===== src/common/predec_macros.svh =====
// ==============================
// predecoder sizing macros
// parcel, window and slot counts, class bit positions
// ==============================
`ifndef PREDEC_MACROS_SVH
`define PREDEC_MACROS_SVH

`define PREDEC_PARCELS  15
`define PREDEC_PARCEL_W 16
`define PREDEC_INSTR_W  80  // five parcels
`define PREDEC_MAX_LEN  5
`define PREDEC_SLOTS    12
`define PREDEC_JSLOTS   4
`define PREDEC_CLS_W    9

// class vector bits
`define CLS_ALU   0
`define CLS_SHIFT 1
`define CLS_MUL   2
`define CLS_LOAD  3
`define CLS_STORE 4
`define CLS_JUMP  5
`define CLS_INDIR 6
`define CLS_SYS   7
`define CLS_FLAG  8

`endif

===== src/common/predecPkg.sv =====
// ==============================
// predecoder types
// opcodes, jump kinds, class vector and slot payloads
// ==============================
`include "predec_macros.svh"

package predecPkg;

  // main opcodes that get an exact match in classify
  typedef enum logic [7:0] {
    opCondJumpLong = 8'd180,
    opJump         = 8'd181,
    opJumpMisc     = 8'd182,
    opSys          = 8'd255
  } opcode_e;

  // instr[15:13] under opJumpMisc
  typedef enum logic [2:0] {
    jkIndir   = 3'd0,
    jkCall    = 3'd1,
    jkCallFar = 3'd2,
    jkRet     = 3'd3
  } jumpKind_e;

  typedef logic [`PREDEC_CLS_W-1:0] cls_t;

  // inverted end bits of parcels k..k+3, bit 0 set means multi-parcel
  typedef logic [3:0] magic_t;

  typedef logic [`PREDEC_INSTR_W-1:0] window_t;

endpackage


===== src/hdl/predecBoundary.sv =====
// ==============================
// instruction boundary finder
// start mask, magic length codes and length errors
// ==============================
`timescale 1ns/1ps
`include "predec_macros.svh"

module predecBoundary (
  input  logic [`PREDEC_PARCELS-1:0]              endBits,
  input  logic [3:0]                              startOff,
  output logic [`PREDEC_PARCELS-1:0]              startMask,
  output predecPkg::magic_t [`PREDEC_PARCELS-1:0] magic,
  output logic                                    lenError
);

  localparam int P  = `PREDEC_PARCELS;
  localparam int MW = $bits(predecPkg::magic_t);

  logic [P+MW-1:0]                endHigh;  // past parcel 14 reads as ended
  logic [P+`PREDEC_MAX_LEN-2:0]   endLow;   // past parcel 14 reads as open
  logic [P-1:0]                   prevEnd;
  logic [P-1:0]                   tooLong;
  logic [P:0]                     belowOff;
  logic                           badOff;
  logic                           openTail;

  assign endHigh = {{MW{1'b1}}, endBits};
  assign endLow  = {{(`PREDEC_MAX_LEN-1){1'b0}}, endBits};
  assign prevEnd = {endBits[P-2:0], 1'b0};

  for (genvar k = 0; k < P; k++) begin : gParcel
    // first parcel at the offset, or right after an end, and terminated somewhere
    assign startMask[k] = (startOff <= 4'(k)) && (startOff == 4'(k) || prevEnd[k])
                          && |endBits[P-1:k];
    assign magic[k]     = ~endHigh[k +: MW];
    assign tooLong[k]   = startMask[k] && (endLow[k +: `PREDEC_MAX_LEN] == '0);
  end

  assign badOff   = (startOff == 4'(P));
  assign openTail = !badOff && !endBits[P-1];  // last parcel not closed
  assign lenError = badOff || openTail || (|tooLong);

  assign belowOff = ((P+1)'(1) << startOff) - (P+1)'(1);

  // starts begin on the fetch offset and never below it
  startAboveOff: assert final ($isunknown({startOff, endBits})
                               || ((startMask & belowOff[P-1:0]) == '0
                                   && (startMask == '0 || startMask[startOff])))
    else $error("start mask %b does not begin at startOff %0d", startMask, startOff);

endmodule


===== config.mk =====
export PLATFORM = sky130hd
export DESIGN_NAME = predecBoundary
export DESIGN_NICKNAME = d
export VERILOG_FILES = /design/src/common/predecPkg.sv /design/src/hdl/predecBoundary.sv
export VERILOG_INCLUDE_DIRS = /design/src /design/src/common
export SDC_FILE = /design/constraint.sdc
export NUM_CORES = 1
export LEC_CHECK = 0
export BUFFER_PORTS_ARGS = -buffer_cell sky130_fd_sc_hd__buf_2
export CORE_ASPECT_RATIO = 0.6
export CORE_MARGIN = 2
export CORE_UTILIZATION = 38
export DETAILED_ROUTE_END_ITERATION = 10
export GPL_ROUTABILITY_DRIVEN = 0
export GPL_TIMING_DRIVEN = 0
export PLACE_DENSITY = 0.92
export SLEW_MARGIN = 20
export SYNTH_ARGS = -nofsm -noshare
export SYNTH_HDL_FRONTEND = slang
export SYNTH_SLANG_ARGS = --single-unit

===== constraint.sdc =====
create_clock -name vclk -period 1.9
set_clock_uncertainty 0.2 [all_clocks]
set_input_delay 0.19 -clock vclk [all_inputs]
set_output_delay 0.19 -clock vclk [all_outputs]
set_load 0.01 [all_outputs]

Word level (Yosys, flattened, before mapping)
Index checks and enable logic that the tools add are counted.
{"block": "word_totals", "reg_bits": 0, "memories": 0, "romBits": 0, "input_bits": 19, "output_inout_bits": 76, "latch_bits": 0, "mem_bits_rw": 0}
{"block": "op_classes", "n_lt_le_gt_ge": 15, "n_eq_ne": 15, "n_mul": 0, "n_div": 0, "n_reduce_logical": 95, "muxes": 0, "shift": 0, "n_addsub": 0, "bitwise": 15}
{"operator": "5-bit logical NOT", "count": 15}
{"operator": "4-bit NOT", "count": 15}
{"operator": "1-bit logical AND", "count": 46}
{"operator": "4-bit equality test (second input constant)", "count": 8}
{"operator": "15-bit OR reduction", "count": 2}
{"operator": "4-bit less-or-equal comparator (second input constant)", "count": 7}
{"operator": "4-bit by 3-bit equality test with 1-bit output (second input constant)", "count": 4}
{"operator": "4-bit by 3-bit less-or-equal comparator with 1-bit output (second input constant)", "count": 4}
{"operator": "1-bit logical OR", "count": 16}
{"operator": "14-bit OR reduction", "count": 1}
{"operator": "13-bit OR reduction", "count": 1}
{"operator": "12-bit OR reduction", "count": 1}
{"operator": "11-bit OR reduction", "count": 1}
{"operator": "10-bit OR reduction", "count": 1}
{"operator": "9-bit OR reduction", "count": 1}
{"operator": "4-bit by 2-bit equality test with 1-bit output (second input constant)", "count": 2}
{"operator": "4-bit by 1-bit less-or-equal comparator with 1-bit output (second input constant)", "count": 2}
{"operator": "4-bit by 2-bit less-or-equal comparator with 1-bit output (second input constant)", "count": 2}
{"operator": "8-bit OR reduction", "count": 1}
{"operator": "7-bit OR reduction", "count": 1}
{"operator": "6-bit OR reduction", "count": 1}
{"operator": "5-bit OR reduction", "count": 1}
{"operator": "4-bit by 1-bit equality test with 1-bit output (second input constant)", "count": 1}
{"operator": "4-bit logical NOT", "count": 1}
{"operator": "other kinds (4)", "count": 5}

Depth between registers and ports, before layout
Gate-level depths: netlist of run 1.
{"block": "logic_depth", "ltp_word": 7, "ltp_mapped": 6}

Worst setup path after synthesis of run 1
No wires, ideal clock.
{"block": "synth_path", "kind": "input to output", "startpoint": "input endBits[12]", "endpoint": "output lenError", "t_arrival_ps": 1493, "stages": 5, "required_time_ps": 1510, "slack_ps": 17, "path_cell_list": "nor3_2 -> nand3_2 -> or4_4 -> a2111oi_4 -> nand4_1"}
{"block": "synth_via", "elab_chain_len": 6}
{"element": "from (decl)", "line_no": "predecBoundary.sv:9", "source": "input logic [`PREDEC_PARCELS-1:0] endBits,"}
{"element": "parallel branches: the longest is 4 deep, another holds 15-bit OR reduction"}
{"element": "15-bit OR reduction (*)", "line_no": "predecBoundary.sv:41", "source": "assign lenError = badOff || openTail || (|tooLong);"}
{"element": "1-bit logical OR (*)", "line_no": "predecBoundary.sv:41"}
{"element": "to (decl)", "line_no": "predecBoundary.sv:13", "source": "output logic lenError"}
Mark *: on every way between the ends.

Worst setup path in the final report of run 1
{"block": "layout_path", "startpoint": "input endBits[13]", "endpoint": "output lenError"}
The elaborated chain is that of the path after synthesis.

==> flow_summary.yaml, run 1 <==
floorplan:
  die_h_um: 42.31
  core_um2: 2245
  die-area_um2: 2871
  die_x_um: 67.86
  ioPinCount: 95
  num_rows: 13
  start_util_pct: 41.42
cells_and_area:
  nClkBuffers: 0
  fillers: 213
  nFlopsAndLatches: 0
  nNetsFinal: 266
  syn2layout_area_growth_pct: 62.32
  final_layout_size_suffix_gt1_share_pct: 62.86
  ff_latch_area_um2: 0
  diodes: 0
worst_hold_path:
  hp-class: "input pin to output port"
timing:
  grt_setup_unrepaired: "true"
  finalCriticalPeriod_ns: 2.036
  setup_violations: 3
  fin_tns_setup_ns: -0.2777
  tightest_slew_ns: 0.5183
  layout_setup_ws_ns: -0.1365
  hold_viol: 0
  fmax_ghz: 0.4910
  final.period_utilization_pct: 107.2
  slew_headroom_pct: 65.13
  slew_violations: 0
placed_design:
  dp_slack_ns: -0.3269
  place_hpwl_mm: 2.476
  port_buffers: 86
logic_synthesis:
  ys_types: 33
  avgSynthCellArea_um2: 6.116
  syn_inst: 152
  ys_warn_count: 0
  netlist_area_um2: 929.6
  ys_seq_area_share_pct: 0
worst_setup_path:
  critPathArrivalTime_ns: 1.65
  critPathKind: "input pin to output port"
  cp-end-kind: "output port"
  cp_max_fo: 6
  cp.required_ns: 1.51
  start_kind: "input pin"
drt:
  drtAntennaViolNets: 0
  viasPerCell: 4.760
  route.detailed.drc: 0
  wire_per_inst_um: 11.24
  wl_mm: 3.092
  vias: 1309
  drt_pass1_iterations: 4
  drt_iter0_drc: 61
power:
  leakage_nw: 0.8612
  clockPowerShare_pct: 0
  switching_power_uw: 185.9
  pwr-share-seq_pct: 0
  power.internal_uw: 168.1
  netSwitchingFraction_pct: 52.51
  power_density_nw_per_um2: 234.6
  ir_worst_vdd_mv: 0.1285
  pwr-share-comb_pct: 100.0
flow_run:
  maxCapViolations: 0
run_status:
  status: "finished with violations"
  violations: "setup timing"
global_routing:
  grtUsageTotal_pct: 20.00
  antenna_found_initial: 0
  grt_pass1_vias: 1067
  grt_pass1_wl_mm: 4.636
  grt_start_max_net_pins: 11
  overflow: 0
==> worst paths after layout <==
kind,cells past startpoint,from,endpoint
worst min-delay path,3,endBits[0],magic[0]
worst max-delay path,7,endBits[13],lenError
==> kinds of logic (layout without fill, tap and decap cells) <==
kind of cell / count (synthesis) / count (layout) / share of synthesized area (%)
AOI/OAI and AO/OA: 26 / 26 / 20.19
buffers and inverters: 67 / 155 / 45.22
muxes: 3 / 3 / 3.230
other: 1 / 6 / 0.4034
and+or+nand+nor: 55 / 55 / 30.96
==> through the flow <==
step	instances	power (mW)	utilization (%)	hold WS, ns	instance area [um2]
floorplan	157	0.2098	-	0.2235	948.4
global placement	273	0.3295	63.10	0.4494	1416
detailed placement	273	0.3335	63.10	0.4523	1416
CTS	275	0.3472	66.22	0.4526	1486
global route	275	0.3862	67.22	0.4715	1509
finish	275	0.3540	67.22	0.4496	1509
==> power groups by stage <==
| stage | logic [mW] | clock network (mW) | registers, mW |
|---|---|---|---|
| 6_report | 0.354 | 0 | 0 |
| 3_3_place_gp | 0.330 | 0 | 0 |
| 2_1_floorplan | 0.210 | 0 | 0 |
| 3_5_place_dp | 0.333 | 0 | 0 |
| 4_1_cts | 0.347 | 0 | 0 |
| 5_1_grt | 0.386 | 0 | 0 |
==> synth_stat cells (3+ instances only) <==
cell,count,area (um2)
nand3_1,6,30.03
nand2_1,8,30.03
nor3_1,9,45.04
mux2i_1,3,30.03
or3_1,3,18.77
a21oi_1,9,45.04
o21ai_0,4,20.02
nor2_1,14,52.55
nor4_1,5,31.28
inv_1,15,56.30
buf_4,45,337.8
clkbuf_1,7,26.28
==> worst max-delay path, cell delays in order <==
cell and delay [ns]:
buf_8 0.11, nor3_4 0.19, nand3_2 0.11, or4_4 0.43
a2111oi_4 0.30, nand4_1 0.14, buf_2 0.16
==> final cells by class <==
type / instances / area, um2 / share of cell area (%)
well taps: 30 / 37.54 / 2.488
multi-input cells: 90 / 581.8 / 38.56
plain buffers: 52 / 369.1 / 24.46
inverters: 15 / 56.30 / 3.731
repair buffers: 88 / 464.2 / 30.76
==> routing by layer <==
layer	global-route usage, %	part of all wire (%)	vias up
met3	1.344	13	0
met5	0	0	-
met4	2.800	0	0
met1	30.00	43	562
li1	-	-	657
met2	31.57	44	90
==> repair_timing <==
| action | CTS | global route |
|---|---|---|
| pin swaps | 5 | 3 |
| hold endpoints to repair | 0 | 0 |
| hold buffers | 0 | 0 |
| resized for setup | 16 | 11 |
| setup buffers | 2 | 0 |
| endpoints found under the setup margin | 5 | 10 |
==> cells in the final DEF, fill, tap and decap left out, drive strengths merged, types with 3 or more instances in the layout <==
master  count
conb        6
inv        15
mux2i       3
a21oi       9
nand2       8
buf       133
or3         4
nor4        5
o21ai       4
clkbuf      7
nor2       14
nand3       7
nor3       10
No activity file was read; power rests on OpenSTA's default activity.
==> run 2, diff against run 1 <==
- ABC_AREA: unset -> 1
- PLACE_DENSITY: 0.92 -> 0.9
==> flow_summary.yaml, run 2 <==
worst_setup_path:
  cp_max_fo: 4
  cp-endpoint: "lenError"
  max_stage_delay_ns: 0.20
  crit_family: "simple AND/OR/NAND/NOR gates"
  worst-path-stages: 10
  critPathKind: "input pin to output port"
  startpoint: "endBits[11]"
  cp_num_buf_inv: 2
  cp.required_ns: 1.51
  cp-end-kind: "output port"
  path_cells: "buf_2, nor2_2, nand2_2, nor2_4, nand2_1, nand3_1, nand3_1, nor2_1, nand2_1, buf_2"
  critPathArrivalTime_ns: 1.37
  start_kind: "input pin"
  critical-path-slowest-cell: "nor2_2"
clock_network:
  cts_hold_buffers: 0
  cts_resized: 0
  post-cts-setup-buffer-count: 0
global_routing:
  grt_pass1_wl_mm: 4.892
  antenna_found_initial: 0
  grtUsageTotal_pct: 18.89
  grt_start_max_net_pins: 11
  overflow: 0
  grt_pass1_vias: 1112
floorplan:
  start_util_pct: 40.03
  die_h_um: 43.93
  core_um2: 2522
  die-area_um2: 3099
  die_x_um: 70.55
  ioPinCount: 95
  num_rows: 14
power:
  power.internal_uw: 155.1
  clockPowerShare_pct: 0
  power_density_nw_per_um2: 225.1
  ir_worst_vdd_mv: 0.1186
  pwr-share-comb_pct: 100.0
  switching_power_uw: 185.1
  netSwitchingFraction_pct: 54.40
  pwr-share-seq_pct: 0
  leakage_nw: 1.023
timing:
  finalCriticalPeriod_ns: 1.761
  slew_violations: 0
  setup_violations: 0
  fmax_ghz: 0.5678
  final.period_utilization_pct: 92.70
  hold_viol: 0
  fin_tns_setup_ns: 0
  whs_ns: 0.4594
  grt_setup_unrepaired: "false"
placed_design:
  place_hpwl_mm: 2.814
  port_buffers: 88
  placed_cell_area_um2: 1509
logic_synthesis:
  ys_top_cells_by_area: "buf_4, nand2_1, inv_1"
  synth.most_common_cell: "buf_4"
  avgSynthCellArea_um2: 5.152
  syn_inst: 196
  netlist_area_um2: 1010
  synth_top_area_share_pct: 34.20
  ys_warn_count: 0
  synth_top_cells_by_count: "buf_4, nand2_1, inv_1"
  ys_types: 19
  synth.largest_area_cell: "buf_4"
  ys_seq_area_share_pct: 0
drt:
  route.detailed.drc: 0
  drtAntennaViolNets: 0
  wl_mm: 3.209
  vias: 1425
  drt_pass1_iterations: 4
  viasPerCell: 4.439
  wire_per_inst_um: 9.997
  drt_iter0_drc: 71
run_status:
  status: "completed"
worst_hold_path:
  hp-class: "input pin to output port"
cells_and_area:
  final_layout_size_suffix_gt1_share_pct: 48.79
  fillers: 274
  nClkBuffers: 0
  diodes: 0
  ff_latch_area_um2: 0
  nFlopsAndLatches: 0
  syn2layout_area_growth_pct: 49.69
  final_common_cell: "buf_2"
  stdcell_area_um2: 1511
  multi_input_area_um2: 558.0
  nNetsFinal: 310
  most-common-layout-cells: "buf_2, buf_4, nand2_1, inv_1, nor2_1"
flow_run:
  maxCapViolations: 0
## run 2: cell count changes after synthesis, sizes merged, moves of 3 or more
cell	delta
inv	+19
nor2	+18
nand2	+33
clkbuf	-7
nand3	+6
nor3	-6
mux2i	-3
nand4	+3
nor4	-5
or3	-4
## run 2: final cells by class
| cell class | instances | area share (%) |
|---|---|---|
| multi-input combinational | 121 | 36.92 |
| inverter | 34 | 8.444 |
| tap | 32 | 2.649 |
| buffer | 46 | 22.85 |
| timing repair buffer | 88 | 29.14 |
## run 2: metrics by stage
step / total power, mW / cells / utilization [%] / worst slack, ns
3_3_place_gp: 0.3334 / 321 / 59.82 / 0.1806
6_report: 0.3402 / 321 / 59.92 / 0.1387
5_1_grt: 0.3717 / 321 / 59.92 / 0.02444
2_1_floorplan: 0.2076 / 201 / - / 0.4660
4_1_cts: 0.3393 / 321 / 59.82 / 0.1509
3_5_place_dp: 0.3379 / 321 / 59.82 / 0.1510
## run 2: routing by layer
layer / wire length (um) / vias to the layer above / global-route usage, %
li1: - / 739 / -
met1: 1465 / 603 / 28.67
met2: 1400 / 83 / 31.32
met3: 343 / 0 / 1.395
met4: 0 / 0 / 0
met5: 0 / - / 0
## run 2: logic make-up (layout without fill, tap and decap cells)
logic type,after synthesis,count (layout),synth area share (%)
AOI/OAI and AO/OA,18,18,10.16
and+or+nand+nor,97,97,42.63
buffers and inverters,80,168,46.84
other,1,6,0.3714
## run 2: how the worst min path moves through the flow
stage / from / to / slack, ns / depth (start not counted)
detailed placement: endBits[0] / magic[0] / 0.46 / 3
global route: endBits[0] / magic[0] / 0.46 / 3
finish: endBits[0] / magic[0] / 0.46 / 3
floorplan: endBits[0] / magic[0] / 0.23 / 1
CTS: endBits[0] / magic[0] / 0.46 / 3
global placement: endBits[0] / magic[0] / 0.46 / 3
## run 2: power groups by stage
stage                     Sequential (mW)  Clock, mW  Combinational, mW
after floorplan                         0          0              0.208
after global placement                  0          0              0.333
after detailed placement                0          0              0.338
after CTS                               0          0              0.339
after global routing                    0          0              0.372
final                                   0          0              0.340
## run 2: worst min-delay path, stage by stage
cell and delay, ns:
buf_2 0.09, inv_1 0.05, buf_2 0.13
==> run 3, diff against run 2 <==
- MAX_ROUTING_LAYER: unset -> met4
==> flow_summary.yaml, run 3 (same netlist as run 2, synthesis figures left out) <==
run_status:
  status: "completed"
power:
  ir_worst_vdd_mv: 0.1186
  power_density_nw_per_um2: 225.1
  leakage_nw: 1.023
cells_and_area:
  final_layout_size_suffix_gt1_share_pct: 48.79
  ff_latch_area_um2: 0
  final_common_cell: "buf_2"
  diodes: 0
  syn2layout_area_growth_pct: 49.69
  nClkBuffers: 0
  nNetsFinal: 310
  nFlopsAndLatches: 0
  most-common-layout-cells: "buf_2, buf_4, nand2_1, inv_1, nor2_1"
  fillers: 274
clock_network:
  cts_hold_buffers: 0
timing:
  hold_viol: 0
  grt_setup_unrepaired: "false"
  slew_violations: 0
  setup_violations: 0
  whs_ns: 0.4594
  fmax_ghz: 0.5678
  fin_tns_setup_ns: 0
  finalCriticalPeriod_ns: 1.761
  final.period_utilization_pct: 92.70
placed_design:
  port_buffers: 88
  place_hpwl_mm: 2.814
worst_hold_path:
  hp-class: "input pin to output port"
  min_from: "endBits[0]"
worst_setup_path:
  cp-end-kind: "output port"
  critPathKind: "input pin to output port"
  critPathArrivalTime_ns: 1.37
  cp_max_fo: 4
  max_stage_delay_ns: 0.20
  critical-path-slowest-cell: "nor2_2"
  cp.required_ns: 1.51
  start_kind: "input pin"
  cp_num_buf_inv: 2
  crit_family: "simple AND/OR/NAND/NOR gates"
  path_cells: "buf_2, nor2_2, nand2_2, nor2_4, nand2_1, nand3_1, nand3_1, nor2_1, nand2_1, buf_2"
  startpoint: "endBits[11]"
drt:
  wl_mm: 3.209
  drtAntennaViolNets: 0
  vias: 1426
  route.detailed.drc: 0
  wire_per_inst_um: 9.997
  drt_iter0_drc: 71
  viasPerCell: 4.442
  drt_pass1_iterations: 4
floorplan:
  ioPinCount: 95
  start_util_pct: 40.03
  core_um2: 2522
  die_x_um: 70.55
  num_rows: 14
  die-area_um2: 3099
  die_h_um: 43.93
global_routing:
  grt_pass1_vias: 1112
  overflow: 0
  grt_start_max_net_pins: 11
  grt_pass1_wl_mm: 4.892
  antenna_found_initial: 0
  grtUsageTotal_pct: 19.50
flow_run:
  maxCapViolations: 0
## run 3: stage by stage
step	setup slack, ns	instance area, um2	instances	total power [mW]	util, %
floorplan	0.4660	1028	201	0.2076	-
global placement	0.1806	1509	321	0.3334	59.82
detailed placement	0.1510	1509	321	0.3379	59.82
CTS	0.1509	1509	321	0.3393	59.82
global route	0.02444	1511	321	0.3717	59.92
finish	0.1387	1511	321	0.3402	59.92
## run 3: where the power goes
group	internal, mW	total (mW)	switching [mW]	leakage, nW
clock network	0	0	0	0
logic	0.155	0.340	0.185	1.02
registers	0	0	0	0
## run 3: cell type report
cell class                 count  area, um2  area share (%)
timing repair buffer          88      440.4           29.14
buffer                        46      345.3           22.85
multi-input combinational    121      558.0           36.92
tap                           32      40.04           2.649
inverter                      34      127.6           8.444
## run 3: final timing paths
| check | to | slack (ns) | cells after the start |
|---|---|---|---|
| hold / removal | magic[0] | 0.46 | 3 |
| setup / recovery | lenError | 0.14 | 10 |
## run 3: timing repair
| item | CTS | global route |
|---|---|---|
| buffers inserted | 0 | 0 |
| endpoints found under the setup margin | 0 | 1 |
| resized for setup | 0 | 1 |
## run 3: per-layer routing
| metal | share of wire (%) | up-vias | GRT usage (%) | routed length (um) |
|---|---|---|---|---|
| li1 | - | 739 | - | - |
| met1 | 46 | 604 | 28.94 | 1479 |
| met5 | 0 | - | - | 0 |
| met3 | 10 | 0 | 0.9302 | 329 |
| met2 | 44 | 83 | 31.32 | 1400 |
| met4 | 0 | 0 | 0 | 0 |
