<file path="config.mk">
export PLATFORM = sky130hd
export DESIGN_NAME = predecClassify
export DESIGN_NICKNAME = d
export VERILOG_FILES = /design/src/common/predecPkg.sv /design/src/hdl/predecClassify.sv
export VERILOG_INCLUDE_DIRS = /design/src /design/src/common
export SDC_FILE = /design/constraint.sdc
export NUM_CORES = 1
export LEC_CHECK = 0
export BUFFER_PORTS_ARGS = -buffer_cell sky130_fd_sc_hd__clkbuf_2
export CORE_MARGIN = 1.5
export CORE_UTILIZATION = 16
export DETAILED_ROUTE_END_ITERATION = 8
export PLACE_DENSITY = 0.85
export SLEW_MARGIN = 5
export SYNTH_ARGS = -nofsm -noshare
export SYNTH_HDL_FRONTEND = slang
export SYNTH_SLANG_ARGS = --single-unit
</file>
<file path="constraint.sdc">
create_clock -name vclk -period 1.1
set_input_delay 0.165 -clock vclk [all_inputs]
set_output_delay 0.165 -clock vclk [all_outputs]
set_load 0.01 [all_outputs]
</file>
<file path="src/common/predec_macros.svh">
// ==============================
// predecoder sizing macros
// parcel, window and slot counts, class bit positions
// ==============================
`ifndef PREDEC_MACROS_SVH
`define PREDEC_MACROS_SVH

`define PREDEC_PARCELS  15
`define PREDEC_PARCEL_W 16
`define PREDEC_INSTR_W  80  // five parcels
`define PREDEC_MAX_LEN  5
`define PREDEC_SLOTS    12
`define PREDEC_JSLOTS   4
`define PREDEC_CLS_W    9

// class vector bits
`define CLS_ALU   0
`define CLS_SHIFT 1
`define CLS_MUL   2
`define CLS_LOAD  3
`define CLS_STORE 4
`define CLS_JUMP  5
`define CLS_INDIR 6
`define CLS_SYS   7
`define CLS_FLAG  8

`endif
</file>
<file path="src/common/predecPkg.sv">
// ==============================
// predecoder types
// opcodes, jump kinds, class vector and slot payloads
// ==============================
`include "predec_macros.svh"

package predecPkg;

  // main opcodes that get an exact match in classify
  typedef enum logic [7:0] {
    opCondJumpLong = 8'd180,
    opJump         = 8'd181,
    opJumpMisc     = 8'd182,
    opSys          = 8'd255
  } opcode_e;

  // instr[15:13] under opJumpMisc
  typedef enum logic [2:0] {
    jkIndir   = 3'd0,
    jkCall    = 3'd1,
    jkCallFar = 3'd2,
    jkRet     = 3'd3
  } jumpKind_e;

  typedef logic [`PREDEC_CLS_W-1:0] cls_t;

  // inverted end bits of parcels k..k+3, bit 0 set means multi-parcel
  typedef logic [3:0] magic_t;

  typedef logic [`PREDEC_INSTR_W-1:0] window_t;

endpackage

</file>
<file path="src/hdl/predecClassify.sv">
// ==============================
// instruction classifier
// maps one instruction window to its class vector
// ==============================
`timescale 1ns/1ps
`include "predec_macros.svh"

module predecClassify (
  input  predecPkg::window_t window,
  input  predecPkg::magic_t  magic,
  input  logic               flag,
  output predecPkg::cls_t    cls
);

  logic [7:0]           opcode;
  logic                 isLong;
  predecPkg::opcode_e   opMain;
  predecPkg::jumpKind_e jumpKind;

  assign opcode   = window[7:0];
  assign isLong   = magic[0];
  assign opMain   = predecPkg::opcode_e'(opcode);
  assign jumpKind = predecPkg::jumpKind_e'(window[15:13]);

  always_comb begin
    cls = '0;
    if (isLong) begin
      if (opcode[7:5] == 3'b000) begin
        cls[`CLS_ALU] = ~opcode[2];
        cls[`CLS_MUL] = opcode[2];
      end
      if (opcode >= 8'd40 && opcode <= 8'd45) cls[`CLS_SHIFT] = 1'b1;
      if (opcode >= 8'd46 && opcode <= 8'd51) cls[`CLS_ALU] = 1'b1;
      if (opcode[7:5] == 3'b010) begin  // 64..95, odd opcodes store
        cls[`CLS_LOAD]  = ~opcode[0];
        cls[`CLS_STORE] = opcode[0];
      end
      if (opcode[7:4] == 4'hA) begin  // compare and branch
        cls[`CLS_JUMP] = 1'b1;
        cls[`CLS_ALU]  = 1'b1;
      end
      if (opMain == predecPkg::opCondJumpLong || opMain == predecPkg::opJump) begin
        cls[`CLS_JUMP] = 1'b1;
      end
      if (opMain == predecPkg::opJumpMisc) begin
        cls[`CLS_JUMP] = 1'b1;
        case (jumpKind)
          predecPkg::jkIndir,
          predecPkg::jkRet:     cls[`CLS_INDIR] = 1'b1;
          predecPkg::jkCall,
          predecPkg::jkCallFar: cls[`CLS_STORE] = 1'b1;  // return address push
          default:              cls[`CLS_INDIR] = 1'b0;
        endcase
      end
      if (opMain == predecPkg::opSys) cls[`CLS_SYS] = 1'b1;
    end else begin
      // short form decodes on the low six bits only
      if (opcode[5:4] == 2'b00) cls[`CLS_ALU] = 1'b1;
      if (opcode[5:2] == 4'b1100) cls[`CLS_JUMP] = 1'b1;
    end
    cls[`CLS_FLAG] = flag;
  end

endmodule

</file>
# After elaboration in Yosys (flattened, before gate mapping)
# Cells that the tools add are included.
[totals]
out_inout_bits = 9
wordCells = 42
regBits = 0
[op_classes]
n_eq_ne = 10
n_bitwise = 2
n_mux = 18
reduce_logical = 8
n_lt_le_gt_ge = 4
[ops]
columns = ["cell", "count"]
rows = [
  ["equality test 8 bit (second input constant)", 4],
  ["greater-or-equal comparator 8 x 6 -> 1 bit (second input constant)", 2],
  ["<= comparator 8 x 6 -> 1 bit (second input constant)", 2],
  ["2-to-1 mux 1 bit", 14],
  ["equality test 3 x 2 -> 1 bit (second input constant)", 3],
  ["equality test 4 bit (second input constant)", 2],
  ["logical NOT 3 bit", 2],
  ["2-to-1 mux 2 bit", 2],
  ["2-to-1 mux 4 bit", 1],
  ["OR reduction 2 bit", 2],
  ["equality test 3 x 1 -> 1 bit (second input constant)", 1],
  ["2-to-1 mux 3 bit", 1],
  ["logical AND 1 bit", 2],
  ["logical NOT 2 bit", 1],
  ["NOT 1 bit", 2],
  ["logical OR 1 bit", 1],
]

# Depth between registers and ports, before layout
# Gate-level depths: netlist of the first run.
[depth]
word_depth = 5
mapped_depth = 4

# Least setup slack after synthesis of the first run
# Ideal clock, no wire load.
[synth_path]
kind = "input to output"
start = "in window[5]"
end = "out cls[7]"
t_arrival_ps = 853
path_slack_ps = 82
stages = 3
n_path_buf = 1
path_cell_list = "buf_2 -> nand3_1 -> nor4_1"
[synth_via]
elab_chain_cells = 3
[synth_rtl]
columns = ["element", "line_no", "source"]
rows = [
  ["start: declaration", "predecClassify.sv:9", "input predecPkg::window_t window,"],
  ["equality test 8 bit", "predecClassify.sv:55", "if (opMain == predecPkg::opSys) cls[`CLS_SYS] = 1'b1;"],
  ["2-to-1 mux 1 bit", "predecClassify.sv:55", ""],
  ["2-to-1 mux 2 bit", "predecClassify.sv:27", "if (isLong) begin"],
  ["end: declaration", "predecClassify.sv:12", "output predecPkg::cls_t cls"],
]
# No other way between the ends.

# Worst setup path in the final report of the first run
[layout_path]
start = "in window[1]"
end = "out cls[0]"
[layout_via]
elab_chain_cells = 5
[layout_rtl]
columns = ["element", "line_no", "source"]
rows = [
  ["greater-or-equal comparator 8 x 6 -> 1 bit / <= comparator 8 x 6 -> 1 bit (equally long branches)", "predecClassify.sv:33", "if (opcode >= 8'd46 && opcode <= 8'd51) cls[`CLS_ALU] = 1'b1;"],
  ["logical AND 1 bit *", "predecClassify.sv:33", ""],
  ["2-to-1 mux 1 bit *", "predecClassify.sv:33", ""],
  ["2-to-1 mux 1 bit *", "predecClassify.sv:38", "if (opcode[7:4] == 4'hA) begin"],
  ["2-to-1 mux 1 bit *", "predecClassify.sv:27", ""],
]
# Every way passes the cells marked *; elsewhere a longest branch is shown, timed or not.

==> impl_results.html, run 1 <==
<table>
<tr><th>Metric</th><th>Value</th></tr>
<tr><th colspan="2">Status</th></tr>
<tr><td>Outcome</td><td>finished with violations</td></tr>
<tr><td>Violated checks</td><td>negative setup slack</td></tr>
<tr><th colspan="2">Run</th></tr>
<tr><td>Maximum capacitance violations</td><td>0</td></tr>
<tr><th colspan="2">Critical path</th></tr>
<tr><td>Kind of start point of the critical path</td><td>primary input</td></tr>
<tr><td>Required time reported for the critical path endpoint</td><td>about 940 ps</td></tr>
<tr><td>CP startpoint</td><td>window[1]</td></tr>
<tr><td>Largest incremental delay on the critical path</td><td>240 ps</td></tr>
<tr><td>CP arrival</td><td>970 ps</td></tr>
<tr><td>Critical-path cell list</td><td>buf_6 &gt; and3_4 &gt; o311ai_2 &gt; o311ai_1 &gt; buf_2</td></tr>
<tr><td>CP Buf/Inv Count</td><td>2</td></tr>
<tr><td>Critical path endpoint category</td><td>output pin</td></tr>
<tr><td>Cell family contributing the most delay on the critical path</td><td>compound AO/OA/AOI/OAI gates</td></tr>
<tr><td>Classification of the worst setup path</td><td>primary input to output pin</td></tr>
<tr><td>Top fanout value on the critical path</td><td>3</td></tr>
<tr><td>Critical Path Slowest Stage Cell</td><td>o311ai_2</td></tr>
<tr><th colspan="2">Synthesis</th></tr>
<tr><td>Avg Inst Size Synth</td><td>6.51 um2</td></tr>
<tr><td>YS warnings</td><td>0</td></tr>
<tr><td>Post-synthesis sequential area ratio</td><td>0</td></tr>
<tr><td>Area share of the largest cell type after synthesis</td><td>0.0824</td></tr>
<tr><td>Net count of the mapped netlist</td><td>120</td></tr>
<tr><td>Distinct cells, synth</td><td>21</td></tr>
<tr><td>Post-synth design cell area</td><td>228 um2</td></tr>
<tr><td>Largest area contributor in the synthesized netlist</td><td>nand2_1</td></tr>
<tr><td>Largest cells by area after synthesis</td><td>nand2_1, nor4_1, o311ai_1, buf_4, a31oi_1</td></tr>
<tr><td>Synthesized netlist cell count</td><td>35</td></tr>
<tr><th colspan="2">Global route</th></tr>
<tr><td>Met1 demand-to-capacity share in global routing</td><td>0.160</td></tr>
<tr><td>Pin count of the biggest net entering global routing</td><td>9</td></tr>
<tr><td>Total routing resource utilization after global routing</td><td>0.119</td></tr>
<tr><td>Most heavily used metal layer in global routing</td><td>met2</td></tr>
<tr><td>Met3 Usage GRT</td><td>0</td></tr>
<tr><td>Vias in the first global route</td><td>335</td></tr>
<tr><td>Met2 global-route usage</td><td>0.222</td></tr>
<tr><td>Number of antenna violations at the first check in global routing</td><td>0</td></tr>
<tr><td>First-pass GRT wire length</td><td>1440 um</td></tr>
<tr><td>GRT Residual Overflow</td><td>0</td></tr>
<tr><th colspan="2">Timing</th></tr>
<tr><td>Total count of max-transition violations in the final report</td><td>0</td></tr>
<tr><td>Highest attainable clock frequency</td><td>880 MHz</td></tr>
<tr><td>Endpoints failing hold</td><td>0</td></tr>
<tr><td>Final critical-path required period</td><td>1140 ps</td></tr>
<tr><td>Relative max-transition margin</td><td>0.838</td></tr>
<tr><td>Unrepaired setup endpoints after global routing</td><td>true</td></tr>
<tr><td>Worst slew pin tran</td><td>239 ps</td></tr>
<tr><td>Total of endpoints with negative setup slack in the final report</td><td>1</td></tr>
<tr><td>Final worst slack</td><td>-36.2 ps</td></tr>
<tr><td>Aggregate negative setup slack</td><td>-36.2 ps</td></tr>
<tr><td>Share of the cycle needed by the critical path after routing</td><td>1.03</td></tr>
<tr><th colspan="2">Layout</th></tr>
<tr><td>Post-Layout Cell Count</td><td>76</td></tr>
<tr><td>Sequential cell count</td><td>0</td></tr>
<tr><td>Seq. cell area</td><td>0 um2</td></tr>
<tr><td>Diodes inserted</td><td>0</td></tr>
<tr><td>Layout cells sized above 1</td><td>0.639</td></tr>
<tr><td>Final core utilization</td><td>0.402</td></tr>
<tr><td>Final #Nets</td><td>148</td></tr>
<tr><td>Total area of multi-input combinational cells</td><td>255 um2</td></tr>
<tr><td>P&amp;R area growth vs syn</td><td>132%</td></tr>
<tr><td>Total non-filler cell area in the finished layout</td><td>529 um2</td></tr>
<tr><td>Count of filler cells inserted in the layout</td><td>141</td></tr>
<tr><td>Clock buffer count</td><td>0</td></tr>
<tr><th colspan="2">Drt</th></tr>
<tr><td>DR DRC count</td><td>0</td></tr>
<tr><td>Via count</td><td>approximately 400</td></tr>
<tr><td>Final ANT Viol Nets</td><td>0</td></tr>
<tr><td>Pre-antenna DRT Iters</td><td>2</td></tr>
<tr><td>Detail-routed net length per standard cell</td><td>13.1 um</td></tr>
<tr><td>Number of vias per cell</td><td>about 5.2</td></tr>
<tr><td>First-iteration detailed-routing DRC count</td><td>3</td></tr>
<tr><td>Drt total wl</td><td>between 900 and 1000 um</td></tr>
<tr><th colspan="2">Power and ir drop</th></tr>
<tr><td>Total power density per cell area</td><td>319 nW/um2</td></tr>
<tr><td>IR Drop Worst-Case VDD</td><td>125 uV</td></tr>
<tr><td>Static Leakage</td><td>0.000257 uW</td></tr>
<tr><th colspan="2">Place</th></tr>
<tr><td>RePlAce Congestion</td><td>0.748</td></tr>
<tr><td>Count of input and output buffers</td><td>20</td></tr>
<tr><td>HPWL Detailed</td><td>about 710 um</td></tr>
<tr><td>Count of placed standard cells including taps</td><td>76</td></tr>
<tr><td>Cell area after placement</td><td>between 300 and 400 um2</td></tr>
<tr><th colspan="2">Die</th></tr>
<tr><td>Placeable core area</td><td>1320 um2</td></tr>
<tr><td>Core Rows</td><td>13</td></tr>
<tr><td>Die width</td><td>40.7 um</td></tr>
<tr><td>Die ar.</td><td>roughly 1700 um2</td></tr>
<tr><td>Die extent in y</td><td>40.7 um</td></tr>
<tr><td>Top Ports</td><td>94</td></tr>
<tr><td>Initial standard-cell utilization of the core</td><td>0.173</td></tr>
<tr><th colspan="2">Min path</th></tr>
<tr><td>Class of the worst hold path</td><td>primary input to output pin</td></tr>
<tr><td>Min-Delay Endpoint</td><td>cls[8]</td></tr>
<tr><td>Hold Path Cell Cnt</td><td>0</td></tr>
<tr><td>Source of the worst hold timing path</td><td>flag</td></tr>
<tr><th colspan="2">Clocking</th></tr>
<tr><td>Hold_buf cts</td><td>0</td></tr>
</table>
power breakdown:
part | internal, uW | switching (uW)
registers | 0 | 0
logic | 98.4 | 70.5
clock network | 0 | 0
Yosys cell counts (2+ instances only):
library cell,count
nor2_1,3
o311ai_1,2
nor4_1,3
buf_4,2
a31oi_1,2
nand4_1,2
nand3_1,2
nand2_1,5
and3_1,2
routing by layer:
| layer | part of all wire | up-vias |
|---|---|---|
| met5 | 0 | - |
| met4 | 0 | 0 |
| met3 | 0.045 | 0 |
| met2 | 0.56 | 10 |
| met1 | 0.39 | 191 |
| li1 | - | 192 |
cell type report:
cell class	instances	area share
multi-input combinational	31	0.482
timing repair buffer	29	0.475
tap	15	0.0355
inverter	1	0.00709
cell families after synthesis:
| kind of cell | Yosys count | synth area share |
|---|---|---|
| XOR/XNOR | 1 | 0.0385 |
| buffers and inverters | 4 | 0.104 |
| AO/OA/AOI/OAI | 7 | 0.225 |
| AND/OR/NAND/NOR | 23 | 0.632 |
timing repair:
item / CTS / global route
pin swaps: 8 / 6
gates resized for setup: 21 / 12
setup buffers: 0 / 0
endpoints found under the setup margin: 5 / 5
worst max path at each step:
stage / to / slack (ps) / cells after the start
3_5_place_dp: cls[0] / -120 / 5
5_1_grt: cls[0] / -70 / 5
4_1_cts: cls[0] / -30 / 5
6_report: cls[0] / -40 / 5
2_1_floorplan: cls[7] / 80 / 3
3_3_place_gp: cls[0] / -110 / 5
placed cells by master (no fill, tap or decap), types with 2 or more instances in the layout:
cell type  n
a31oi_1    2
and3_1     2
buf_2      5
buf_4      8
buf_6      2
buf_8      3
clkbuf_2   8
nand2_1    4
nand3_1    2
nand4_1    2
nor2_1     3
nor4_1     2
per-stage QoR:
step | total power, uW | hold slack (ps) | worst slack (ps)
floorplan | 51.6 | 384 | 81.6
global placement | 113 | 330 | -106
detailed placement | 117 | 330 | -121
CTS | 158 | 330 | -30.5
global route | 181 | 330 | -72.9
finish | 169 | 330 | -36.2
(Power assumes the default switching activity.)
==> inputs of run 2 (changes only) <==
--- a/config.mk
+++ b/config.mk
@@ -7,7 +7,6 @@
 export NUM_CORES = 1
 export LEC_CHECK = 0
 export BUFFER_PORTS_ARGS = -buffer_cell sky130_fd_sc_hd__clkbuf_2
-export CORE_MARGIN = 1.5
 export CORE_UTILIZATION = 16
 export DETAILED_ROUTE_END_ITERATION = 8
 export PLACE_DENSITY = 0.85
==> constraint.sdc (replaced) <==
create_clock -name vclk -period 1.2
set_input_delay 0.18 -clock vclk [all_inputs]
set_output_delay 0.18 -clock vclk [all_outputs]
set_load 0.01 [all_outputs]
==> impl_results.html, run 2 (same netlist as run 1, synthesis figures left out) <==
<table>
<tr><th>Metric</th><th>Value</th></tr>
<tr><th colspan="2">Status</th></tr>
<tr><td>Outcome</td><td>finished, final reports clean</td></tr>
<tr><th colspan="2">Min path</th></tr>
<tr><td>Hold Path Cell Cnt</td><td>0 (unchanged)</td></tr>
<tr><td>Class of the worst hold path</td><td>primary input to output pin</td></tr>
<tr><td>Source of the worst hold timing path</td><td>flag</td></tr>
<tr><td>Min-Delay Endpoint</td><td>cls[8]</td></tr>
<tr><th colspan="2">Power and ir drop</th></tr>
<tr><td>Proportion of power drawn by combinational gates</td><td>1.000 (about the same)</td></tr>
<tr><td>Sequential share of power</td><td>0 (unchanged)</td></tr>
<tr><td>Switch Pwr</td><td>62.8 uW (-11%)</td></tr>
<tr><td>Cell-internal power</td><td>64.2 uW (-35%)</td></tr>
<tr><td>Total power consumption of the routed design</td><td>127 uW (-25%)</td></tr>
<tr><td>Total power density per cell area</td><td>290 nW/um2 (-9.1%)</td></tr>
<tr><td>Clock network power share</td><td>0 (unchanged)</td></tr>
<tr><td>Static Leakage</td><td>0.000209 uW (-19%)</td></tr>
<tr><td>IR Drop Worst-Case VDD</td><td>107 uV (-14%)</td></tr>
<tr><td>Switching fraction of total power</td><td>0.495 (+0.0773)</td></tr>
<tr><th colspan="2">Timing</th></tr>
<tr><td>Unrepaired setup endpoints after global routing</td><td>true</td></tr>
<tr><td>Total of endpoints with negative setup slack in the final report</td><td>0 (-1)</td></tr>
<tr><td>Final critical-path required period</td><td>1170 ps</td></tr>
<tr><td>Endpoints failing hold</td><td>0 (unchanged)</td></tr>
<tr><td>Final worst slack</td><td>25.4 ps (+61.5 ps)</td></tr>
<tr><td>Total count of max-transition violations in the final report</td><td>0 (unchanged)</td></tr>
<tr><td>Worst slew pin tran</td><td>261 ps (+22.3 ps)</td></tr>
<tr><td>Relative max-transition margin</td><td>0.824 (-0.0140)</td></tr>
<tr><td>Share of the cycle needed by the critical path after routing</td><td>0.979</td></tr>
<tr><td>Highest attainable clock frequency</td><td>851 MHz</td></tr>
<tr><th colspan="2">Global route</th></tr>
<tr><td>First-pass GRT wire length</td><td>1170 um (-18%)</td></tr>
<tr><td>Total routing resource utilization after global routing</td><td>0.105 (-0.0142)</td></tr>
<tr><td>Vias in the first global route</td><td>274 (-18%)</td></tr>
<tr><td>GRT Residual Overflow</td><td>0 (unchanged)</td></tr>
<tr><td>Number of antenna violations at the first check in global routing</td><td>0 (unchanged)</td></tr>
<tr><td>Pin count of the biggest net entering global routing</td><td>11 (+2)</td></tr>
<tr><th colspan="2">Critical path</th></tr>
<tr><td>Kind of start point of the critical path</td><td>primary input</td></tr>
<tr><td>Critical Path Slowest Stage Cell</td><td>and2b_2</td></tr>
<tr><td>Cell family contributing the most delay on the critical path</td><td>simple AND/OR/NAND/NOR gates</td></tr>
<tr><td>Required time reported for the critical path endpoint</td><td>1020 ps (+80 ps)</td></tr>
<tr><td>CP Buf/Inv Count</td><td>2 (unchanged)</td></tr>
<tr><td>Critical-path cell list</td><td>buf_4 &gt; and2b_2 &gt; nand2_1 &gt; nor4_1 &gt; buf_2</td></tr>
<tr><td>Largest incremental delay on the critical path</td><td>260 ps (+20 ps)</td></tr>
<tr><td>Classification of the worst setup path</td><td>primary input to output pin</td></tr>
<tr><td>CP arrival</td><td>990 ps (+20 ps)</td></tr>
<tr><td>Critical path endpoint category</td><td>output pin</td></tr>
<tr><td>Top fanout value on the critical path</td><td>5 (+2)</td></tr>
<tr><th colspan="2">Place</th></tr>
<tr><td>Cell area after placement</td><td>349 um2 (-11%)</td></tr>
<tr><td>RePlAce Congestion</td><td>0.719 (-4.0%)</td></tr>
<tr><td>Count of placed standard cells including taps</td><td>70 (-7.9%)</td></tr>
<tr><td>Pre-CTS setup slack</td><td>-56.6 ps (+64.2 ps)</td></tr>
<tr><td>Count of input and output buffers</td><td>20 (unchanged)</td></tr>
<tr><td>HPWL Detailed</td><td>669 um (-6.4%)</td></tr>
<tr><th colspan="2">Drt</th></tr>
<tr><td>Drt total wl</td><td>892 um (-10%)</td></tr>
<tr><td>Pre-antenna DRT Iters</td><td>3 (+1)</td></tr>
<tr><td>Detail-routed net length per standard cell</td><td>12.7 um (-2.8%)</td></tr>
<tr><td>Number of vias per cell</td><td>5.21 (+0.84%)</td></tr>
<tr><td>Final ANT Viol Nets</td><td>0 (unchanged)</td></tr>
<tr><td>Via count</td><td>365 (-7.1%)</td></tr>
<tr><td>DR DRC count</td><td>0 (unchanged)</td></tr>
<tr><td>First-iteration detailed-routing DRC count</td><td>4 (+1)</td></tr>
<tr><th colspan="2">Die</th></tr>
<tr><td>Die extent in y</td><td>39.7 um (-2.5%)</td></tr>
<tr><td>Core Rows</td><td>13 (unchanged)</td></tr>
<tr><td>Die ar.</td><td>1580 um2 (-4.9%)</td></tr>
<tr><td>Die width</td><td>39.7 um (-2.5%)</td></tr>
<tr><td>Top Ports</td><td>94 (unchanged)</td></tr>
<tr><td>Initial standard-cell utilization of the core</td><td>0.173 (unchanged)</td></tr>
<tr><td>Placeable core area</td><td>1320 um2 (unchanged)</td></tr>
<tr><th colspan="2">Layout</th></tr>
<tr><td>Clock buffer count</td><td>0 (unchanged)</td></tr>
<tr><td>Final #Nets</td><td>142 (-4.1%)</td></tr>
<tr><td>Total non-filler cell area in the finished layout</td><td>438 um2 (-17%)</td></tr>
<tr><td>Highest-count cells in the layout ignoring fill and taps</td><td>clkbuf_2, nand2_1, buf_4</td></tr>
<tr><td>Most common cell after layout, fill and taps aside</td><td>clkbuf_2</td></tr>
<tr><td>P&amp;R area growth vs syn</td><td>92.3%</td></tr>
<tr><td>Layout cells sized above 1</td><td>0.564 (-0.0757)</td></tr>
<tr><td>Sequential cell count</td><td>0 (unchanged)</td></tr>
<tr><td>Count of filler cells inserted in the layout</td><td>141 (unchanged)</td></tr>
<tr><td>Post-Layout Cell Count</td><td>70 (-7.9%)</td></tr>
<tr><td>Seq. cell area</td><td>0 um2 (unchanged)</td></tr>
<tr><td>Diodes inserted</td><td>0 (unchanged)</td></tr>
<tr><th colspan="2">Run</th></tr>
<tr><td>Maximum capacitance violations</td><td>0 (unchanged)</td></tr>
<tr><th colspan="2">Clocking</th></tr>
<tr><td>Post-CTS repair timing setup buffer count</td><td>0 (unchanged)</td></tr>
</table>
-- run 2: worst max path at each step --
| stage | from | cells after the start | slack, ps | endpoint |
|---|---|---|---|---|
| 2_1_floorplan | window[5] | 3 | 150 | cls[7] |
| 3_3_place_gp | window[3] | 5 | -10 | cls[0] |
| 3_5_place_dp | window[2] | 6 | -60 | cls[0] |
| 4_1_cts | window[3] | 5 | 0.1 | cls[0] |
| 5_1_grt | window[6] | 5 | -20 | cls[1] |
| 6_report | window[6] | 5 | 30 | cls[1] |
-- run 2: power by group through the flow --
stage / sequential [uW] / combinational, uW / clock (uW)
after floorplan: 0 / 47.3 / 0
after global placement: 0 / 88.9 / 0
after detailed placement: 0 / 93.8 / 0
after CTS: 0 / 109 / 0
after global routing: 0 / 136 / 0
final: 0 / 127 / 0
-- run 2: per-layer routing --
metal / routed length [um] / global-route usage
met1: 364 / 0.145
met2: 480 / 0.180
met4: 0 / 0
met3: 47 / 0.0114
met5: 0 / 0
-- run 2: stage by stage --
step / hold WS (ps) / setup TNS [ps] / utilization
floorplan: 414 / 0 / -
global placement: 360 / -10.4 / 0.265
detailed placement: 360 / -58.3 / 0.265
CTS: 360 / 0 / 0.300
global route: 360 / -23.9 / 0.332
finish: 360 / 0 / 0.332
-- run 2: timing repair --
action                                  4_1_cts  5_1_grt
pin swaps                                     5        2
endpoints found under the setup margin        2        3
resized for setup                            10       17
hold buffers                                  0        0
-- run 2: area by class of cell --
class	count	area, um2	area share
tap	15	18.8	0.0429
multi-input combinational	31	254	0.580
timing repair buffer	23	161	0.369
inverter	1	3.75	0.00857
==> inputs of run 3 (changes only) <==
--- a/config.mk
+++ b/config.mk
@@ -9,7 +9,7 @@
 export BUFFER_PORTS_ARGS = -buffer_cell sky130_fd_sc_hd__clkbuf_2
 export CORE_UTILIZATION = 16
 export DETAILED_ROUTE_END_ITERATION = 8
-export PLACE_DENSITY = 0.85
+export PLACE_DENSITY = 0.92
 export SLEW_MARGIN = 5
 export SYNTH_ARGS = -nofsm -noshare
 export SYNTH_HDL_FRONTEND = slang
==> impl_results.html, run 3 (same netlist as run 1, synthesis figures left out) <==
<table>
<tr><th>Metric</th><th>Value</th></tr>
<tr><th colspan="2">Drt</th></tr>
<tr><td>Final ANT Viol Nets</td><td>0 (unchanged)</td></tr>
<tr><td>Pre-antenna DRT Iters</td><td>3 (unchanged)</td></tr>
<tr><td>Via count</td><td>368 (+0.82%)</td></tr>
<tr><td>DR DRC count</td><td>0 (unchanged)</td></tr>
<tr><td>Detail-routed net length per standard cell</td><td>12.7 um (-0.16%)</td></tr>
<tr><td>First-iteration detailed-routing DRC count</td><td>5 (+1)</td></tr>
<tr><td>Number of vias per cell</td><td>5.11 (-2.0%)</td></tr>
<tr><td>Drt total wl</td><td>916 um (+2.7%)</td></tr>
<tr><th colspan="2">Layout</th></tr>
<tr><td>P&amp;R area growth vs syn</td><td>92.3% (unchanged)</td></tr>
<tr><td>Most common cell after layout, fill and taps aside</td><td>clkbuf_2</td></tr>
<tr><td>Final core utilization</td><td>0.332 (unchanged)</td></tr>
<tr><td>Count of filler cells inserted in the layout</td><td>151 (+7.1%)</td></tr>
<tr><td>Total area of multi-input combinational cells</td><td>246 um2 (-3.0%)</td></tr>
<tr><td>Clock buffer count</td><td>0 (unchanged)</td></tr>
<tr><td>Sequential cell count</td><td>0 (unchanged)</td></tr>
<tr><td>Diodes inserted</td><td>0 (unchanged)</td></tr>
<tr><td>Highest-count cells in the layout ignoring fill and taps</td><td>clkbuf_2, nand2_1, buf_2, buf_4, nor2_1</td></tr>
<tr><td>Seq. cell area</td><td>0 um2 (unchanged)</td></tr>
<tr><td>Final #Nets</td><td>144 (+1.4%)</td></tr>
<tr><td>Layout cells sized above 1</td><td>0.596 (+0.0329)</td></tr>
<tr><th colspan="2">Min path</th></tr>
<tr><td>Class of the worst hold path</td><td>primary input to output pin</td></tr>
<tr><td>Source of the worst hold timing path</td><td>flag</td></tr>
<tr><td>Min-Delay Endpoint</td><td>cls[8]</td></tr>
<tr><td>Hold Path Cell Cnt</td><td>0 (unchanged)</td></tr>
<tr><th colspan="2">Power and ir drop</th></tr>
<tr><td>Static Leakage</td><td>0.000212 uW (+1.6%)</td></tr>
<tr><td>IR Drop Worst-Case VDD</td><td>109 uV (+1.8%)</td></tr>
<tr><td>Total power density per cell area</td><td>282 nW/um2 (-2.8%)</td></tr>
<tr><th colspan="2">Critical path</th></tr>
<tr><td>CP arrival</td><td>1000 ps (about the same)</td></tr>
<tr><td>Classification of the worst setup path</td><td>primary input to output pin</td></tr>
<tr><td>Required time reported for the critical path endpoint</td><td>1020 ps (about the same)</td></tr>
<tr><td>Kind of start point of the critical path</td><td>primary input</td></tr>
<tr><td>Top fanout value on the critical path</td><td>5 (unchanged)</td></tr>
<tr><td>Critical path endpoint category</td><td>output pin</td></tr>
<tr><th colspan="2">Global route</th></tr>
<tr><td>Pin count of the biggest net entering global routing</td><td>9 (-2)</td></tr>
<tr><td>Total routing resource utilization after global routing</td><td>0.124 (+0.0198)</td></tr>
<tr><td>Vias in the first global route</td><td>314 (+15%)</td></tr>
<tr><td>GRT Residual Overflow</td><td>0 (unchanged)</td></tr>
<tr><td>Number of antenna violations at the first check in global routing</td><td>0 (unchanged)</td></tr>
<tr><td>Most heavily used metal layer in global routing</td><td>met2</td></tr>
<tr><td>Met3 Usage GRT</td><td>0.00568 (-0.00568)</td></tr>
<tr><td>First-pass GRT wire length</td><td>1400 um (+19%)</td></tr>
<tr><td>Met2 global-route usage</td><td>0.225 (+0.0451)</td></tr>
<tr><td>Met1 demand-to-capacity share in global routing</td><td>0.168 (+0.0230)</td></tr>
<tr><th colspan="2">Die</th></tr>
<tr><td>Die extent in y</td><td>39.7 um (unchanged)</td></tr>
<tr><td>Top Ports</td><td>94 (unchanged)</td></tr>
<tr><td>Initial standard-cell utilization of the core</td><td>0.173 (unchanged)</td></tr>
<tr><td>Die ar.</td><td>1580 um2 (unchanged)</td></tr>
<tr><td>Die width</td><td>39.7 um (unchanged)</td></tr>
<tr><td>Placeable core area</td><td>1320 um2 (unchanged)</td></tr>
<tr><td>Core Rows</td><td>13 (unchanged)</td></tr>
<tr><th colspan="2">Timing</th></tr>
<tr><td>Worst slew pin tran</td><td>240 ps (-21.6 ps)</td></tr>
<tr><td>Relative max-transition margin</td><td>0.839 (+0.0145)</td></tr>
<tr><td>Highest attainable clock frequency</td><td>848 MHz (-0.37%)</td></tr>
<tr><td>Final worst slack</td><td>21.0 ps (-4.37 ps)</td></tr>
<tr><td>Total of endpoints with negative setup slack in the final report</td><td>0 (unchanged)</td></tr>
<tr><td>Endpoints failing hold</td><td>0 (unchanged)</td></tr>
<tr><td>Total count of max-transition violations in the final report</td><td>0 (unchanged)</td></tr>
<tr><td>Unrepaired setup endpoints after global routing</td><td>true</td></tr>
<tr><td>Share of the cycle needed by the critical path after routing</td><td>0.983 (+0.00365)</td></tr>
<tr><td>Final critical-path required period</td><td>1180 ps (+4.37 ps)</td></tr>
<tr><th colspan="2">Place</th></tr>
<tr><td>Pre-CTS setup slack</td><td>-55.9 ps (+0.755 ps)</td></tr>
<tr><td>HPWL Detailed</td><td>693 um (+3.5%)</td></tr>
<tr><td>Count of input and output buffers</td><td>20 (unchanged)</td></tr>
<tr><td>RePlAce Congestion</td><td>0.780 (+8.5%)</td></tr>
<tr><th colspan="2">Clocking</th></tr>
<tr><td>Post-CTS repair timing setup buffer count</td><td>0 (unchanged)</td></tr>
<tr><th colspan="2">Run</th></tr>
<tr><td>Maximum capacitance violations</td><td>0 (unchanged)</td></tr>
<tr><th colspan="2">Status</th></tr>
<tr><td>Outcome</td><td>finished, final reports clean</td></tr>
</table>
run 3: cell count changes in the layout (fill, tap and decap cells not counted), sizes merged:
cell / delta
buf: +2
run 3: area by class of cell:
class,count,area share
inverter,1,0.00857
multi-input combinational,31,0.563
tap,15,0.0429
timing repair buffer,25,0.386
run 3: worst max-delay path, stage by stage:
cell and delay, ps:
buf_2 140, nand2b_4 150, o311ai_2 240, o311ai_1 130, buf_2 160
run 3: worst max path at each step:
stage	from	endpoint	depth (start not counted)
global placement	window[3]	cls[0]	5
finish	window[4]	cls[0]	5
detailed placement	window[3]	cls[0]	5
floorplan	window[5]	cls[7]	3
CTS	window[7]	cls[5]	5
global route	window[7]	cls[5]	5
run 3: routing by layer:
metal	share of wire	vias to the layer above
met5	0	-
met4	0	0
li1	-	182
met1	0.40	172
met2	0.53	14
met3	0.064	0
run 3: power by group:
part	internal [uW]	switching [uW]	leakage (uW)
clock network	0	0	0
registers	0	0	0
logic	63.2	60.3	0.000212
total	63.2	60.3	0.000212
run 3: through the flow:
stage	instance area [um2]	std cells	power, uW	TNS [ps]	hold WS, ps
2_1_floorplan	228	35	47.3	0	414
3_3_place_gp	364	72	93.9	-22.6	360
3_5_place_dp	364	72	98.3	-73.6	360
4_1_cts	404	72	112	0	360
5_1_grt	438	72	135	-47.3	360
6_report	438	72	123	0	360
run 3: timing repair:
action,CTS,global route
setup endpoints to repair,2,4
gates resized for setup,8,16
pin swaps,2,6
hold buffers,0,0
cloned,0,0
